==> src/fetch_params.svh <==
`ifndef FETCH_PARAMS_SVH
`define FETCH_PARAMS_SVH

// Width of one instruction word in bits.
`define FETCH_WORD_W 32

// Program memory is addressed by word.
`define FETCH_ADDR_W 11

// Number of words held by the program memory.
`define FETCH_MEM_DEPTH 2048

// AND R1,R1,R1 is used as the NOP when a branch flushes the fetched word.
`define FETCH_NOP 32'h0021_0824

`endif

==> src/fetch_pkg.sv <==
package fetch_pkg;

   // Instruction classes as seen by the next pipeline stage.
   typedef enum logic [2:0] {
      R_TYPE  = 3'd0,  // Primary opcode 0.
      I_ALU   = 3'd1,  // Immediate arithmetic and logic.
      LOAD    = 3'd2,
      STORE   = 3'd3,
      BRANCH  = 3'd4,  // BEQ and BNE.
      JUMP    = 3'd5,  // J and JAL.
      UNKNOWN = 3'd6
   } opcode_class_e;

   // The loader waits in IDLE, gathers four bytes in COLLECT, then spends one
   // cycle in WRITE while the word goes into program memory.
   typedef enum logic [1:0] {
      IDLE    = 2'd0,
      COLLECT = 2'd1,
      WRITE   = 2'd2
   } loader_state_e;

endpackage

==> src/instruction_decoder.sv <==
`timescale 1ns/10ps
`include "fetch_params.svh"

module instruction_decoder (
   input  logic                       i_clock,
   input  logic                       i_soft_reset,
   input  logic [`FETCH_WORD_W-1:0]   i_instruction,
   input  logic                       i_fetch_advance,
   output fetch_pkg::opcode_class_e   o_opcode_class,
   output logic [4:0]                 o_rs,
   output logic [4:0]                 o_rt,
   output logic [4:0]                 o_rd,
   output logic [`FETCH_WORD_W-1:0]   o_immediate,
   output logic                       o_decode_valid
);
   import fetch_pkg::*;

   logic [5:0]     opcode;
   opcode_class_e  class_next;
   logic [15:0]    imm_field;

   assign opcode    = i_instruction[31:26];
   assign imm_field = i_instruction[15:0];

   // Classify by the primary opcode alone.
   always_comb begin
      case (opcode) inside
         6'd0:            class_next = R_TYPE;
         6'd2, 6'd3:      class_next = JUMP;
         6'd4, 6'd5:      class_next = BRANCH;
         [6'd8:6'd15]:    class_next = I_ALU;
         [6'd32:6'd37]:   class_next = LOAD;
         [6'd40:6'd43]:   class_next = STORE;
         default:         class_next = UNKNOWN;
      endcase
   end

   always_ff @(posedge i_clock) begin
      if (!i_soft_reset) begin
         o_decode_valid <= 1'b0;
      end else begin
         o_decode_valid <= i_fetch_advance;   // One pulse per fetched word.
      end
   end

   // Fields hold their last values while the pipeline is stalled.
   always_ff @(posedge i_clock) begin
      if (i_fetch_advance) begin
         o_opcode_class <= class_next;
         o_rs           <= i_instruction[25:21];
         o_rt           <= i_instruction[20:16];
         o_rd           <= i_instruction[15:11];
         o_immediate    <= {{(`FETCH_WORD_W-16){imm_field[15]}}, imm_field};
      end
   end

endmodule

==> config.mk <==
export PLATFORM = sky130hd
export DESIGN_NAME = instruction_decoder
export DESIGN_NICKNAME = d
export VERILOG_FILES = /design/src/fetch_pkg.sv /design/src/instruction_decoder.sv
export VERILOG_INCLUDE_DIRS = /design/src
export SDC_FILE = /design/constraint.sdc
export NUM_CORES = 1
export LEC_CHECK = 0
export ABC_AREA = 1
export BUFFER_PORTS_ARGS = -buffer_cell sky130_fd_sc_hd__buf_2
export CORE_MARGIN = 2
export CORE_UTILIZATION = 39
export CTS_CLUSTER_DIAMETER = 40
export DETAILED_ROUTE_END_ITERATION = 8
export HOLD_SLACK_MARGIN = 0.1
export PLACE_DENSITY = 0.78
export SLEW_MARGIN = 15
export SYNTH_ARGS = -nofsm -noshare
export SYNTH_HDL_FRONTEND = slang
export SYNTH_SLANG_ARGS = --single-unit
export TNS_END_PERCENT = 5
==> constraint.sdc <==
create_clock -name i_clock -period 1 [get_ports i_clock]
set_clock_uncertainty 0.1 [all_clocks]
set_input_delay 0.05 -clock i_clock [delete_from_list [all_inputs] [get_ports i_clock]]
set_output_delay 0.05 -clock i_clock [all_outputs]
set_load 0.01 [all_outputs]
## Yosys cells after proc, flatten, opt, wreduce, memory -nomap -nowiden

Index checks and enable logic that the tools add are counted.

- Magnitude comparators: 6
- Equal/unequal tests: 4
- Multiplexer cells: 5
- Reductions and logical operators: 7

Operators with widths:

| cell | number |
|---|---|
| $mux W3 | 5 |
| $eq A6 B2 Y1 const B | 2 |
| $eq A6 B3 Y1 const B | 2 |
| $ge A6 B6 Y1 const B | 2 |
| $le A6 B6 Y1 const B | 2 |
| $ge A6 B4 Y1 const B | 1 |
| $le A6 B4 Y1 const B | 1 |
| $logic_not A6 Y1 | 1 |
| $reduce_or A6 Y1 | 1 |
| $reduce_or A2 Y1 | 2 |
| $logic_and A1 B1 Y1 | 3 |

- Flip-flop bits (word level): 35
- Input bits: 35
- Output and inout bits: 51

## Longest topological paths before layout

Gate-level depths: netlist of run 1.

- Depth after elaboration: 7
- Depth in mapped cells: 7

## Least setup slack after synthesis of run 1

OpenSTA, ideal clock, no wires.

- Kind: register -> output
- Start: reg o_rd[4] (netlist name)
- End: out o_immediate[16]
- Data arrival time: 826 ps
- Setup slack: 24 ps
- Stages on the path, launching flop included: 2
- Cells stage by stage: edfxtp_1 -> buf_4

RTL lines:

| element | line | text |
|---|---|---|
| to (decl) | instruction_decoder.sv:13 | `` output logic [`FETCH_WORD_W-1:0] o_immediate, `` |

==> summary.txt, run 1 <==
Status
  • Status: finished with violations
  • Failing checks: design-rule violations, negative setup slack

Die
  • Io pins: 86
  • Placement Rows: 19
  • Die ar.: 3470 um^2
  • DIE HEIGHT: 58.9 um
  • Core ar.: 2810 um^2
  • Die X: 58.9 um
  • Initial Utilization: 42.0%

Synth
  • Sequential area share after synthesis: 75.7%
  • Adder-cell share of the synthesized area: 0%
  • Largest family of logic cells by synthesized area: buffers and inverters
  • Synth Area in Simple Gates: 7.44%
  • Post-synth EDFFs: 29
  • Top-area cell type share of the netlist area: 74.0%
  • Syn Nets: 116
  • Syn Std Cell Area: 1180 um^2
  • Post-Synth XOR/XNOR Area: 0%
  • Mean Syn Cell Area: 14.5 um^2
  • Distinct cells, synth: 12
  • Count leader, synth: edfxtp_1
  • Synth area leaders: edfxtp_1 (74%), buf_4 (13%), nand2_1 (2.6%), inv_1 (2.2%), nor2_1 (1.9%)
  • Leading area contributor after synthesis: edfxtp_1
  • Yosys reg bits: 30
  • Fraction of registers with async set/reset: 0%
  • Post-synthesis compound-gate area fraction: 1.28%
  • Yosys warns: 0
  • Ys flop type: edfxtp_1
  • Post-synthesis mux area share: 0%
  • Top cells by instance count after synthesis: edfxtp_1 (29), buf_4 (21), nand2_1 (8), inv_1 (7), nor2_1 (6)
  • Cell count after synthesis: 81

Placement
  • Placed Instance Area: 1520 um^2
  • Placed cell count: 179
  • I/O Buffers: 85
  • Detailed placer's ending HPWL: 1.85 mm
  • Placer Congestion: 0.629
  • Placement Setup Slack: -0.0508 ns

Setup path
  • CP arrival: 1.03 ns
  • Highest net fanout along the worst path: 18
  • Required time worst endpoint: 0.85 ns
  • Worst Setup Path Type: reg2out
  • Crit path capture type: output pin
  • CP startpoint kind: flop

CTS
  • Inserted Clock Buffers: 5
  • Clock Sinks: 30
  • CTS max path bufs: 2
  • Htree depth: 2
  • Resized Gates After CTS: 0
  • CTS Root Cell: clkbuf_4
  • CTS tree: done
  • Hold_buf cts: 29
  • Worst-path clk slew: 0.09 ns

Route
  • Vias per std cell: 4.39
  • DRT antenna net count: 0
  • Final WL: 2.54 mm
  • Iteration-0 DRC Markers: 25
  • DR pass1 iterations: 6
  • Vias: 953
  • WL/cell: 11.7 um
  • DRC errors left: 9

Timing
  • Final setup fails: 22
  • Actual slew at the worst max-slew pin: 0.181 ns
  • Slew Limit Fails: 0
  • Hold_ws: 0.0310 ns
  • RSZ-0062 raised after global routing: true
  • Tcrit/Tclk final: 118%
  • Peak Freq: 0.848 GHz
  • Final WS setup: -0.180 ns
  • Final hold violations: 0
  • Slew headroom: 87.8%
  • Setup tns final: -3.25 ns
  • Min Tclk post-route: 1.18 ns

Layout
  • # diodes: 0
  • Util after Layout: 67.4%
  • Final cell count without fillers: 217
  • Final Instance Area: 1890 um^2
  • Multi-input logic area: 103 um^2
  • Area delta synth->final: 60.5%
  • Layout cells sized above 1: 52.7%
  • Nets: 220
  • Layout fillers: 228
  • Register area: 891 um^2

Run
  • Max-cap violation count: 0

Pwr
  • Leak: 0.898 nW
  • Worst vdd ir: 0.000937 V
  • Cell Pwr Density: 1440 nW/um^2
  • Total power: 2.73 mW

Global routing
  • Vias in the first global route: 958
  • Largest net degree at the start of global routing: 19
  • Remaining global-route overflow: 0
  • First-pass GRT wire length: 3.73 mm
  • GRT Overall Usage: 15.1%
  • Initial antenna violation count: 0

Hold path
  • Worst hold-check path type: in2reg
-- cell usage in the layout (no fill, tap or decap), types with 5 or more instances in the layout --
master,Yosys,layout
dlygate4sd3_1,0,29
buf_2,0,85
nor2_1,6,6
clkbuf_4,0,5
nand2_1,8,8
edfxtp_1,29,29
inv_1,7,7
-- cell type report --
type	instances	share of cell area [%]
Timing Repair Buffer	118	40.8
Sequential cell	30	47.2
Multi-Input combinational cell	23	5.43
Clock buffer	7	2.91
Clock inverter	1	0.265
Inverter	7	1.39
Tap cell	31	2.05
-- power breakdown --
group	internal (mW)	leakage, nW	total, mW	switching (mW)
Clock	0.340	0.0353	0.714	0.374
Combinational	0.262	0.571	0.500	0.238
Sequential	1.49	0.292	1.51	0.0267
Total	2.09	0.898	2.73	0.639
-- registers in the layout, summed over array words and instances (netlist names) --
register / cells
o_decode_valid: 1
o_immediate: 11
o_opcode_class: 3
o_rd: 5
o_rs: 5
o_rt: 5
-- cells by family after synthesis --
kind of cell    Yosys count
compound gates            3
buf+inv                  28
flops                    30
simple gates             20
-- per-layer routing --
metal	track usage, %	wire length [um]	vias up
li1	-	-	462
met1	12.4	831	416
met2	30.3	1390	71
met3	6.81	293	4
met4	5.52	25	0
met5	0	0	-
-- path summary, 6_finish.rpt --
kind | endpoint | slack (ns) | startpoint | cells past startpoint
max | o_immediate[31] | -0.18 | o_rd[4]$_DFFE_PP_ | 2
min | o_opcode_class[2]$_SDFFCE_PP0P_ | 0.03 | i_instruction[31] | 4
-- what timing repair did --
| action | in CTS | in global routing |
|---|---|---|
| endpoints found under the setup margin | 37 | 49 |
| buffers inserted | 1 | 0 |
| hold endpoints to repair | 59 | 3 |
-- critical path: stages (launching register included) --
cell	delay (ns)
edfxtp_1	0.42
buf_12	0.16
buf_2	0.13
(Power assumes the default switching activity.)
==> run 2: changes to the inputs <==
--- a/config.mk
+++ b/config.mk
@@ -9,9 +9,9 @@
 export ABC_AREA = 1
-export BUFFER_PORTS_ARGS = -buffer_cell sky130_fd_sc_hd__buf_2
+export CAP_MARGIN = 20
 export CORE_MARGIN = 2
-export CORE_UTILIZATION = 39
+export CORE_UTILIZATION = 50
 export CTS_CLUSTER_DIAMETER = 40
 export DETAILED_ROUTE_END_ITERATION = 8
+export DONT_BUFFER_PORTS = 1
 export HOLD_SLACK_MARGIN = 0.1
-export PLACE_DENSITY = 0.78
 export SLEW_MARGIN = 15
--- a/constraint.sdc
+++ b/constraint.sdc
@@ -4,2 +4,2 @@
 set_output_delay 0.05 -clock i_clock [all_outputs]
-set_load 0.01 [all_outputs]
+set_load 0.05 [all_outputs]
==> summary.txt, run 2 (synthesized netlist as in run 1, its figures left out) <==
Timing
  • Final setup fails: 52
  • Peak Freq: 0.760 GHz
  • Tcrit/Tclk final: 132%
  • Final WS setup: -0.316 ns
  • Slew Limit Fails: 0
  • Min Tclk post-route: 1.32 ns
  • Final hold violations: 30
  • Setup tns final: -7.13 ns
  • RSZ-0062 raised after global routing: true
  • Slew headroom: 82.2%
  • Actual slew at the worst max-slew pin: 0.266 ns
  • Hold_ws: -0.267 ns

CTS
  • CTS max path bufs: 2
  • Post-CTS setup buffers: 0
  • CTS Root Cell: clkbuf_4
  • Htree depth: 2
  • Inserted Clock Buffers: 5
  • CTS tree: done
  • Hold_buf cts: 32
  • Worst-path clk slew: 0.09 ns
  • Clock Sinks: 30

Setup path
  • Cell Chain, Critical Path: buf_6 -> buf_16
  • CP arrival: 1.17 ns
  • Required time worst endpoint: 0.85 ns
  • Stages on worst setup path: 2
  • Worst Setup Path Type: reg2out
  • Buffers and inverters on the worst path: 2
  • CP max stage cell: edfxtp_1
  • Max incr delay on CP: 0.39 ns
  • Crit path capture type: output pin
  • CP startpoint kind: flop
  • Delay-heaviest family, CP: buffers and inverters
  • Highest net fanout along the worst path: 6

Global routing
  • GRT Overall Usage: 22.5%
  • Vias in the first global route: 835
  • Initial antenna violation count: 0
  • Largest net degree at the start of global routing: 31
  • First-pass GRT wire length: 4.01 mm
  • Remaining global-route overflow: 0

Route
  • Vias per std cell: 5.02
  • Vias: 828
  • DRT antenna net count: 0
  • DR pass1 iterations: 4
  • Iteration-0 DRC Markers: 40
  • Final WL: 2.97 mm
  • WL/cell: 18.0 um
  • DRC errors left: 0

Pwr
  • Worst vdd ir: 0.00153 V
  • Cell Pwr Density: 1700 nW/um^2
  • Switch Pwr: 1.17 mW
  • Clock share of power: 19.8%
  • Comb power frac: 33.0%
  • Flop pwr share: 47.1%
  • Switching Fraction: 35.7%
  • Leak: 0.825 nW
  • Internal Power: 2.11 mW

Hold path
  • Hold EP: o_opcode_class[0]$_SDFFCE_PP0P_
  • Hold Crit Start: i_fetch_advance
  • Worst hold-check path type: in2reg
  • Hold path depth: 0

Layout
  • Multi-input logic area: 110 um^2
  • Final cell count without fillers: 165
  • Max reg flops: 11
  • Layout fillers: 100
  • Register bank with the most flops: o_immediate
  • Layout cells sized above 1: 35.0%
  • # diodes: 0
  • Register area: 892 um^2
  • Area delta synth->final: 63.8%
  • Nets: 171
  • Commonest non-fill, non-tap cell in the layout: edfxtp_1
  • Most frequent cells in the layout: edfxtp_1 (29), dlygate4sd3_1 (28), buf_6 (28)

Die
  • Die ar.: 2760 um^2
  • Die X: 52.5 um
  • Io pins: 86
  • Core ar.: 2210 um^2
  • Initial Utilization: 53.2%
  • DIE HEIGHT: 52.5 um
  • Placement Rows: 17

Placement
  • I/O Buffers: 0
  • Detailed placer's ending HPWL: 1.46 mm
  • Placed cell count: 125
  • Placer Congestion: 0.681

Status
  • Status: finished with violations
  • Failing checks: negative hold slack, negative setup slack

Run
  • Max-cap violation count: 0
[run 2: repair_timing]
action / 4_1_cts / 5_1_grt
gates resized for setup: 26 / 14
pin swaps: 0 / 1
setup endpoints to repair: 50 / 54
hold endpoints to repair: 59 / 32
[run 2: area by class of cell]
class                   instances  area share (%)
flip-flops and latches         30            46.3
inverters                       7            1.36
clock buffers                   5            1.95
repair buffers                 69            42.3
multi-input cells              23            5.71
clock inverters                 3           0.584
well taps                      28            1.82
[run 2: worst max path at each step]
stage,start,to,slack [ns]
floorplan,o_rd[4]$_DFFE_PP_,o_immediate[16],-0.34
detailed placement,o_rd[4]$_DFFE_PP_,o_immediate[17],0.05
global route,o_rd[4]$_DFFE_PP_,o_immediate[17],-0.36
global placement,o_rd[4]$_DFFE_PP_,o_immediate[17],0.06
CTS,o_rd[4]$_DFFE_PP_,o_immediate[17],-0.28
finish,o_rd[4]$_DFFE_PP_,o_immediate[17],-0.32
[run 2: routing by layer]
metal	wire length [um]	global-route usage, %	up-vias
met4	101	12.4	0
met1	921	20.2	383
li1	-	-	364
met3	287	9.43	12
met2	1660	41.3	69
met5	0	0	-
[run 2: stage by stage]
stage	total power, mW	setup WS [ns]	cell area [um^2]	hold slack (ns)	util, %
2_1_floorplan	2.27	-0.339	1180	0.0435	-
3_3_place_gp	2.43	0.0603	1420	0.0489	64.2
3_5_place_dp	2.44	0.0528	1420	0.0489	64.2
4_1_cts	3.24	-0.284	1890	-0.270	85.5
5_1_grt	3.40	-0.364	1930	-0.294	87.2
6_report	3.28	-0.316	1930	-0.267	87.2
[run 2: power by group through the flow]
stage / clock [mW] / combinational, mW / sequential [mW]
after floorplan: 0 / 0.365 / 1.91
after global placement: 0 / 0.882 / 1.55
after detailed placement: 0 / 0.888 / 1.55
after CTS: 0.643 / 1.05 / 1.54
after global routing: 0.724 / 1.12 / 1.56
final: 0.651 / 1.08 / 1.55
