[src/fetch_params.svh]
`ifndef FETCH_PARAMS_SVH
`define FETCH_PARAMS_SVH

// Width of one instruction word in bits.
`define FETCH_WORD_W 32

// Program memory is addressed by word.
`define FETCH_ADDR_W 11

// Number of words held by the program memory.
`define FETCH_MEM_DEPTH 2048

// AND R1,R1,R1 is used as the NOP when a branch flushes the fetched word.
`define FETCH_NOP 32'h0021_0824

`endif

[src/instruction_fetch.sv]
`timescale 1ns/10ps
`include "fetch_params.svh"

module instruction_fetch (
   input  logic                       i_clock,
   input  logic                       i_soft_reset,
   input  logic                       i_load_mode,
   input  logic                       i_enable_pipeline,
   input  logic                       i_bubble_hazard,
   input  logic                       i_branch_taken,
   input  logic [`FETCH_ADDR_W-1:0]   i_branch_target,
   input  logic [`FETCH_WORD_W-1:0]   i_memory_word,
   output logic [`FETCH_ADDR_W-1:0]   o_program_counter,
   output logic [`FETCH_WORD_W-1:0]   o_instruction,
   output logic [`FETCH_ADDR_W-1:0]   o_return_address,
   output logic                       o_fetch_advance
);

   logic                      advance;
   logic [`FETCH_ADDR_W-1:0]  pc_plus_one;
   logic [`FETCH_ADDR_W-1:0]  next_pc;
   logic                      flush_q;       // Branch seen on the last advancing edge.
   logic [`FETCH_ADDR_W-1:0]  return_q;      // Address after the word now in memory output.
   logic [`FETCH_WORD_W-1:0]  ir_next;

   // The pipeline moves only when enabled, free of hazards and not loading.
   assign advance     = i_enable_pipeline && !i_bubble_hazard && !i_load_mode;
   assign pc_plus_one = o_program_counter + 1'b1;
   assign next_pc     = i_branch_taken ? i_branch_target : pc_plus_one;

   // The memory registers the word at the old counter on this same edge.
   always_ff @(posedge i_clock) begin
      if (!i_soft_reset) begin
         o_program_counter <= '0;
         o_fetch_advance   <= 1'b0;
         flush_q           <= 1'b0;
      end else begin
         o_fetch_advance <= advance;
         if (advance) begin
            o_program_counter <= next_pc;
            flush_q           <= i_branch_taken;
         end
      end
   end

   always_ff @(posedge i_clock) begin
      if (advance) begin
         return_q <= pc_plus_one;
      end
   end

   // A taken branch discards the word that was fetched behind it.
   assign ir_next = flush_q ? `FETCH_NOP : i_memory_word;

   // Half a cycle after the counter moves, the read word is stable and is
   // captured into the instruction register.
   always_ff @(negedge i_clock) begin
      if (!i_soft_reset) begin
         o_instruction    <= `FETCH_NOP;
         o_return_address <= `FETCH_ADDR_W'(1);
      end else if (o_fetch_advance) begin
         o_instruction    <= ir_next;
         o_return_address <= return_q;
      end
   end

endmodule

[config.mk]
export PLATFORM = sky130hd
export DESIGN_NAME = instruction_fetch
export DESIGN_NICKNAME = d
export VERILOG_FILES = /design/src/instruction_fetch.sv
export VERILOG_INCLUDE_DIRS = /design/src
export SDC_FILE = /design/constraint.sdc
export NUM_CORES = 1
export LEC_CHECK = 0
export BUFFER_PORTS_ARGS = -buffer_cell sky130_fd_sc_hd__buf_2
export CORE_ASPECT_RATIO = 1.4
export CORE_MARGIN = 10
export CORE_UTILIZATION = 28
export DETAILED_ROUTE_END_ITERATION = 12
export PLACE_DENSITY = 0.5
export RECOVER_POWER = 25
export SLEW_MARGIN = 15
export SYNTH_ARGS = -nofsm -noshare
export SYNTH_HDL_FRONTEND = slang
export SYNTH_SLANG_ARGS = --single-unit
[constraint.sdc]
create_clock -name i_clock -period 4.2 [get_ports i_clock]
set_input_delay 0.42 -clock i_clock [delete_from_list [all_inputs] [get_ports i_clock]]
set_output_delay 0.42 -clock i_clock [all_outputs]
set_load 0.05 [all_outputs]
==> After elaboration in Yosys (flattened, before gate mapping) <==
Cells that the tools add are included.
{ "word_totals": {"out_inout_bits": 55, "register_bits": 67, "in_bits": 49} }
{ "classes": {"add_sub_neg": 1, "n_reduce_logical": 4, "n_mux": 2} }
{ "op_table": {"columns": ["cell", "count"], "rows": [
  ["$mux 32", 1],
  ["$add 11x1->11 const B", 1],
  ["$mux 11", 1],
  ["$logic_and 1x1->1", 2],
  ["$logic_not 1->1", 2]
]} }

==> Longest topological paths before layout <==
Gate-level depths: netlist (run 1).
{ "logic_depth": {"ltp_word": 3, "ltp_mapped": 6} }

==> results of run 1 <==
## state kept, by name, indices dropped and copies added (netlist names)
signal             count
o_program_counter     11
return_q              11
flush_q                1
o_fetch_advance        1
o_instruction         32
o_return_address      11
## cell usage after synthesis, types with 4 or more instances
cell type and count:
a21boi_0 4, a21oi_1 28, clkbuf_1 16, dfxtp_1 56
edfxtp_1 11, inv_1 7, mux2i_1 13, nand2_1 21
nand2b_1 4, nand3_1 7, nor2_1 4, nor2b_1 64
o21ai_0 8, o22ai_1 6, xnor2_1 5
## cell type report
type | instances | area [µm²] | area share, %
flip-flops and latches | 67 | 1450 | 36.6
clock buffers | 13 | 304 | 7.67
well taps | 135 | 169 | 4.26
inverters | 6 | 22.5 | 0.568
multi-input cells | 198 | 1250 | 31.5
repair buffers | 108 | 541 | 13.6
clock inverters | 46 | 230 | 5.80
## worst min-delay path by stage
stage                                         startpoint                                 to  slack (ns)
after floorplan                     flush_q$_SDFFE_PN0P_               flush_q$_SDFFE_PN0P_        0.47
after global placement    o_instruction[21]$_SDFFE_NN1P_     o_instruction[21]$_SDFFE_NN1P_        0.47
after detailed placement   o_instruction[2]$_SDFFE_NN1P_      o_instruction[2]$_SDFFE_NN1P_        0.47
after CTS                             i_branch_target[4]  o_program_counter[4]$_SDFFE_PN0P_        0.36
after global routing                  i_branch_target[7]  o_program_counter[7]$_SDFFE_PN0P_        0.39
final                                 i_branch_target[4]  o_program_counter[4]$_SDFFE_PN0P_        0.37
## through the flow
stage | total power [mW] | hold WS (ns) | util [%] | std cells
finish | 1.88 | 0.374 | 40.1 | 573
global placement | 0.897 | 0.468 | 35.0 | 515
detailed placement | 0.899 | 0.468 | 35.0 | 515
CTS | 1.93 | 0.359 | 40.4 | 573
global route | 2.01 | 0.393 | 40.1 | 573
floorplan | 0.849 | 0.466 | - | 292
## report_power, final
part           total (mW)  switching, mW  internal [mW]
registers           0.684         0.0127          0.672
logic               0.137         0.0866         0.0502
clock network        1.06          0.377          0.685
total                1.88          0.476           1.41
## per-layer routing
layer  up-vias  GRT usage [%]
li1       1284              -
met1      1154           11.5
met2       106           15.7
met3        26           5.67
met4         0           7.54
met5         -              0
## logic make-up (layout without fill, tap and decap cells)
family / after synthesis / in the layout / share of synthesized area, %
flops: 67 / 67 / 51.5
mux: 13 / 13 / 4.62
buf+inv: 27 / 173 / 3.64
fa+ha+maj: 1 / 1 / 0.444
simple gates: 115 / 115 / 23.9
xor+xnor: 7 / 7 / 2.18
compound gates: 62 / 62 / 13.7
==> metrics.md, run 1 <==
| Metric | Value |
|---|---|
| Run status | finished, final reports clean |
| FF+latch count, synth | 67 |
| Die area | approximately 15,000 µm² |
| Sink Count | 67 |
| Worst Path Class, Setup | flip-flop to primary output |
| Rows | 43 |
| Vias in the first global route | 2,657 |
| Setup crit start | o_return_address[1]$_SDFFE_NN0P_ |
| Hold buffer count at cts | 0 |
| Clock Path Buffers | 2 |
| Fin worst setup slack | 0.664 ns |
| Most used DFF post-synth | dfxtp_1 |
| CTS H-tree depth | 3 |
| R2r endpoint | o_instruction[23]$_SDFFE_NN0P_ |
| Share of layout cells above drive strength 1 | between 20% and 30% |
| GRT overflow | 0 |
| # nets final | between 400 and 500 |
| Mean area per synthesized cell | just under 10 µm² |
| DIE WIDTH | 105 µm |
| Crit end category | primary output |
| Worst setup SP type | flip-flop |
| Commonest non-fill, non-tap cell in the layout | buf_2 |
| CTS tree | yes |
| Worst-Skew Late Latency | 0.39 ns |
| Post-synth ARST share | 0% |
| Initial DRC Count | 70 |
| Core Box Area | around 9900 µm² |
| Worst vdd ir | roughly 0.00019 V |
| Critical Path Max Stage Delay | around 0.35 ns |
| Leak pwr | roughly 1.8 nW |
| Post-synth EDFFs | 11 |
| Routed met1 length | between 3000 and 4000 µm |
| Most frequent cells in the layout | buf_2, nor2b_1, dfxtp_1, inv_1, a21oi_1 |
| Largest fanout on the critical path | 2 |
| DRC | 0 |
| Largest net degree at the start of global routing | between 40 and 50 |
| Count of different cell masters after synthesis | 43 |
| Register area share after synthesis | 51.5% |
| Cell area after layout | slightly below 4000 µm² |
| Vias per Instance | 4.49 |
| Detailed placement HPWL | between 5000 and 6000 µm |
| FF-to-FF setup slack | 0.85 ns |
| Placement Setup Slack | about 0.8 ns |
| GRT Total Usage | between 10% and 20% |
| Final Setup Violations | 0 |
| Power per cell area | between 400 and 500 nW/µm² |
| Area leader, netlist | dfxtp_1 |
| Clock transition at the registers of the reported paths | 0.06 ns |
| Worst Tran Pin Value | between 0.8 and 0.9 ns |
| Met3 routed WL | 599 µm |
| CTS root buffer | clkbuf_16 |
| Worst rel slew slack | 45.3% |
| Worst Setup EP | o_return_address[1] |
| Reg2Reg Depth | 4 |
| Top Layer Used | met4 |
| WL per Instance | about 14 µm |
| PortBufs | around 100 |
| Antenna violations before repair | 0 |
| Syn_nets | ~340 |
| Final setup skew | about 0.065 ns |
| CP max-delay cell | dfxtp_1 |
| Area added between synthesis and finish | 40.8% |
| Max-slew violations | 0 |
| Worst R2R Start | o_fetch_advance$_SDFF_PN0_ |
| Detailed Route WL | about 7800 µm |
| CP top delay family | flip-flops |
| WP buf/inv | 1 |
| Fin Setup TNS | 0 ns |
| Cells after Synth | 292 |
| Total number of vias | between 2,000 and 3,000 |
| Post-CTS Setup Bufs | 0 |
| CP required | 3.78 ns |
| Global-route wire length before repair | roughly 13,000 µm |
| Crit. path cell count | 1 |
| RSZ-0062 raised after global routing | false |
| Synth area leaders | dfxtp_1, nor2b_1, edfxtp_1, a21oi_1, mux2i_1 |
| Worst Hold Depth | 3 |
| Fin. Hold Viols | 0 |
| Critical Path AT | between 3 and 4 ns |
| Initial core utilization | about 28% |
| TritonRoute pass-1 iters | 4 |
| PostCTS Resize Cnt | 0 |
| Final ANT Viol Nets | 0 |
| Yosys warns | 0 |
| Metal2 WL | 3600 µm |
| Critical path cell sequence | buf_2 |
| Die H | approximately 140 µm |
| Antenna Cells | 0 |
| I/O pin cnt | between 100 and 150 |
| GPL Wtd Cong | between 0.8 and 0.9 |
| Max_cap viols | 0 |
| Num CTS Buffers | 9 |
| Cell Area, Synth | approximately 2800 µm² |
| Synth top area share | approximately 40% |
| DP Area | between 3000 and 4000 µm² |
| FILL cells | about 1,100 |
| HP Class | input pin to flip-flop |
No activity file was read; power rests on OpenSTA's default activity.
==> run 2, diff against run 1 <==
==> constraint.sdc (replaced) <==
create_clock -name i_clock -period 3.4 [get_ports i_clock]
set_input_delay 0.34 -clock i_clock [delete_from_list [all_inputs] [get_ports i_clock]]
set_output_delay 0.34 -clock i_clock [all_outputs]
set_load 0.05 [all_outputs]
==> run 2 against run 1 <==
Against the previous run: combinational power up 25%; non-clock buffer count down 1; via count down 2.6%; flip-flop and latch count unchanged; critical path depth unchanged; sequential share of layout area up 0.61 points; final cell count down 0.17%; clock skew about the same; critical endpoint is now o_instruction[5]; largest cell class unchanged.
==> metrics.md, run 2 (synthesis results as in run 1) <==
| Metric | Value |
|---|---|
| Run status | finished, final reports clean |
| CP top delay family | flip-flops |
| Register bank with the most flops | o_instruction |
| Hold buffer count at cts | 0 (unchanged) |
| Seq pwr share | 40.0% (+3.7 points) |
| Num CTS Buffers | 9 (unchanged) |
| Commonest non-fill, non-tap cell in the layout | buf_2 |
| Worst setup SP type | flip-flop |
| Die area | 14,500 µm² (unchanged) |
| Core Box Area | 9900 µm² (unchanged) |
| Comb power frac | 8.1% (+0.8 points) |
| Worst Path Class, Setup | flip-flop to primary output |
| Share of layout cells above drive strength 1 | 27.0% (-0.39 points) |
| HP Class | input pin to flip-flop |
| Fin Setup TNS | 0 ns (unchanged) |
| Post-CTS Setup Bufs | 0 (unchanged) |
| Clock Path Buffers | 2 (unchanged) |
| Initial core utilization | 28.5% (unchanged) |
| CP max-delay cell | dfxtp_1 |
| RSZ-0062 raised after global routing | false |
| CTS H-tree depth | 3 (unchanged) |
| PortBufs | 103 (unchanged) |
| Max_cap viols | 0 (unchanged) |
| DIE WIDTH | 105 µm (unchanged) |
| DRC | 0 (unchanged) |
| Detailed placement HPWL | 5740 µm (+1.5%) |
| Detailed Route WL | 7840 µm (+0.90%) |
| GPL Wtd Cong | 0.808 (+0.30%) |
| # nets final | 482 (-0.21%) |
| Worst vdd ir | 0.000227 V (+19%) |
| Total number of vias | 2,504 (-2.6%) |
| Sw frac | 27.3% (+2.1 points) |
| Cell area after layout | 3900 µm² (-1.6%) |
| Crit. path cell count | 1 (unchanged) |
| GRT Total Usage | 10.8% (+0.15 points) |
| CTS tree | yes |
| Leak pwr | 1.79 nW (-1.7%) |
| Final ANT Viol Nets | 0 (unchanged) |
| Reg2Reg Depth | 4 (unchanged) |
| Reg area | 1450 µm² (unchanged) |
| Max reg flops | 32 (unchanged) |
| Worst Hold Depth | 3 (unchanged) |
| Final Setup Violations | 0 (unchanged) |
| Die H | 139 µm (unchanged) |
| TritonRoute pass-1 iters | 4 (unchanged) |
| Crit end category | primary output |
| Critical path cell sequence | buf_2 |
| Final setup skew | 0.0651 ns (-0.0000701 ns) |
| Initial DRC Count | 37 (-47%) |
| Power share of the clock group | 51.9% (-4.5 points) |
| Most frequent cells in the layout | buf_2, nor2b_1, dfxtp_1, inv_1, a21oi_1 |
| Critical Path AT | 2.70 ns (-0.42 ns) |
| Area used by multi-input combinational logic | 1250 µm² (unchanged) |
| Sink Count | 67 (unchanged) |
| Power per cell area | 542 nW/µm² (+14%) |
| Area added between synthesis and finish | 38.5% |
| Rows | 43 (unchanged) |
| Fin. Hold Viols | 0 (unchanged) |
| Worst rel slew slack | 44.8% (-0.52 points) |
| CP required | 3.06 ns (-0.72 ns) |
| Largest net degree at the start of global routing | 39 (-17%) |
| Worst-Skew Late Latency | 0.39 ns (about the same) |
| FILL cells | 1,105 (+2.5%) |
| I/O pin cnt | 104 (unchanged) |
| Internal power | 1.54 mW (+9.3%) |
| Clock transition at the registers of the reported paths | 0.05 ns (about the same) |
| Antenna violations before repair | 0 (unchanged) |
| CTS root buffer | clkbuf_16 |
| WL per Instance | 13.7 µm (+1.1%) |
| Largest fanout on the critical path | 2 (unchanged) |
| Vias per Instance | 4.38 (-2.4%) |
| Worst Tran Pin Value | 0.827 ns (+0.00773 ns) |
| WP buf/inv | 1 (unchanged) |
| Global-route wire length before repair | 12,800 µm (+0.60%) |
| Vias in the first global route | 2,645 (-0.45%) |
| Max-slew violations | 0 (unchanged) |
| Net Switching | 0.579 mW (+21%) |
| Antenna Cells | 0 (unchanged) |
| PostCTS Resize Cnt | 0 (unchanged) |
| Critical Path Max Stage Delay | 0.34 ns (about the same) |
| GRT overflow | 0 (unchanged) |
| DP Area | 3470 µm² (+0.14%) |
run 2: metrics by stage:
stage / instances / worst slack, ns / utilization, % / hold slack [ns] / total power [mW]
2_1_floorplan: 292 / 0.0272 / - / 0.466 / 1.05
3_3_place_gp: 514 / 0.477 / 35.1 / 0.467 / 1.11
3_5_place_dp: 514 / 0.430 / 35.1 / 0.470 / 1.11
4_1_cts: 572 / 0.331 / 39.7 / 0.281 / 2.18
5_1_grt: 572 / 0.287 / 39.4 / 0.301 / 2.27
6_report: 572 / 0.357 / 39.4 / 0.304 / 2.12
run 2: final cells by class:
cell class / instances / share of cell area, %
Timing Repair Buffer: 107 / 14.0
Clock buffer: 11 / 7.06
Sequential cell: 67 / 37.2
Clock inverter: 48 / 4.84
Multi-Input combinational cell: 198 / 32.0
Tap cell: 135 / 4.33
Inverter: 6 / 0.577
run 2: power by group through the flow:
| stage | Combinational, mW | Clock (mW) | Sequential [mW] |
|---|---|---|---|
| after floorplan | 0.0649 | 0.0789 | 0.905 |
| after global routing | 0.187 | 1.24 | 0.847 |
| after detailed placement | 0.175 | 0.0789 | 0.858 |
| final | 0.171 | 1.10 | 0.846 |
| after global placement | 0.175 | 0.0789 | 0.858 |
| after CTS | 0.176 | 1.15 | 0.846 |
run 2: path summary, 6_finish.rpt:
check | startpoint | to | slack, ns
max | o_instruction[5]$_SDFFE_NN1P_ | o_instruction[5] | 0.36
min | i_branch_target[4] | o_program_counter[4]$_SDFFE_PN0P_ | 0.30
max reg2reg | o_fetch_advance$_SDFF_PN0_ | o_instruction[17]$_SDFFE_NN0P_ | 0.49
min reg2reg | o_instruction[11]$_SDFFE_NN1P_ | o_instruction[11]$_SDFFE_NN1P_ | 0.48
run 2: routing by layer:
| layer | vias to the layer above | global-route usage [%] | share of wire [%] |
|---|---|---|---|
| met5 | - | 0 | 0 |
| met4 | 0 | 5.14 | 1.4 |
| met3 | 7 | 6.09 | 7.3 |
| met2 | 89 | 17.1 | 48 |
| met1 | 1127 | 11.4 | 43 |
| li1 | 1281 | - | - |
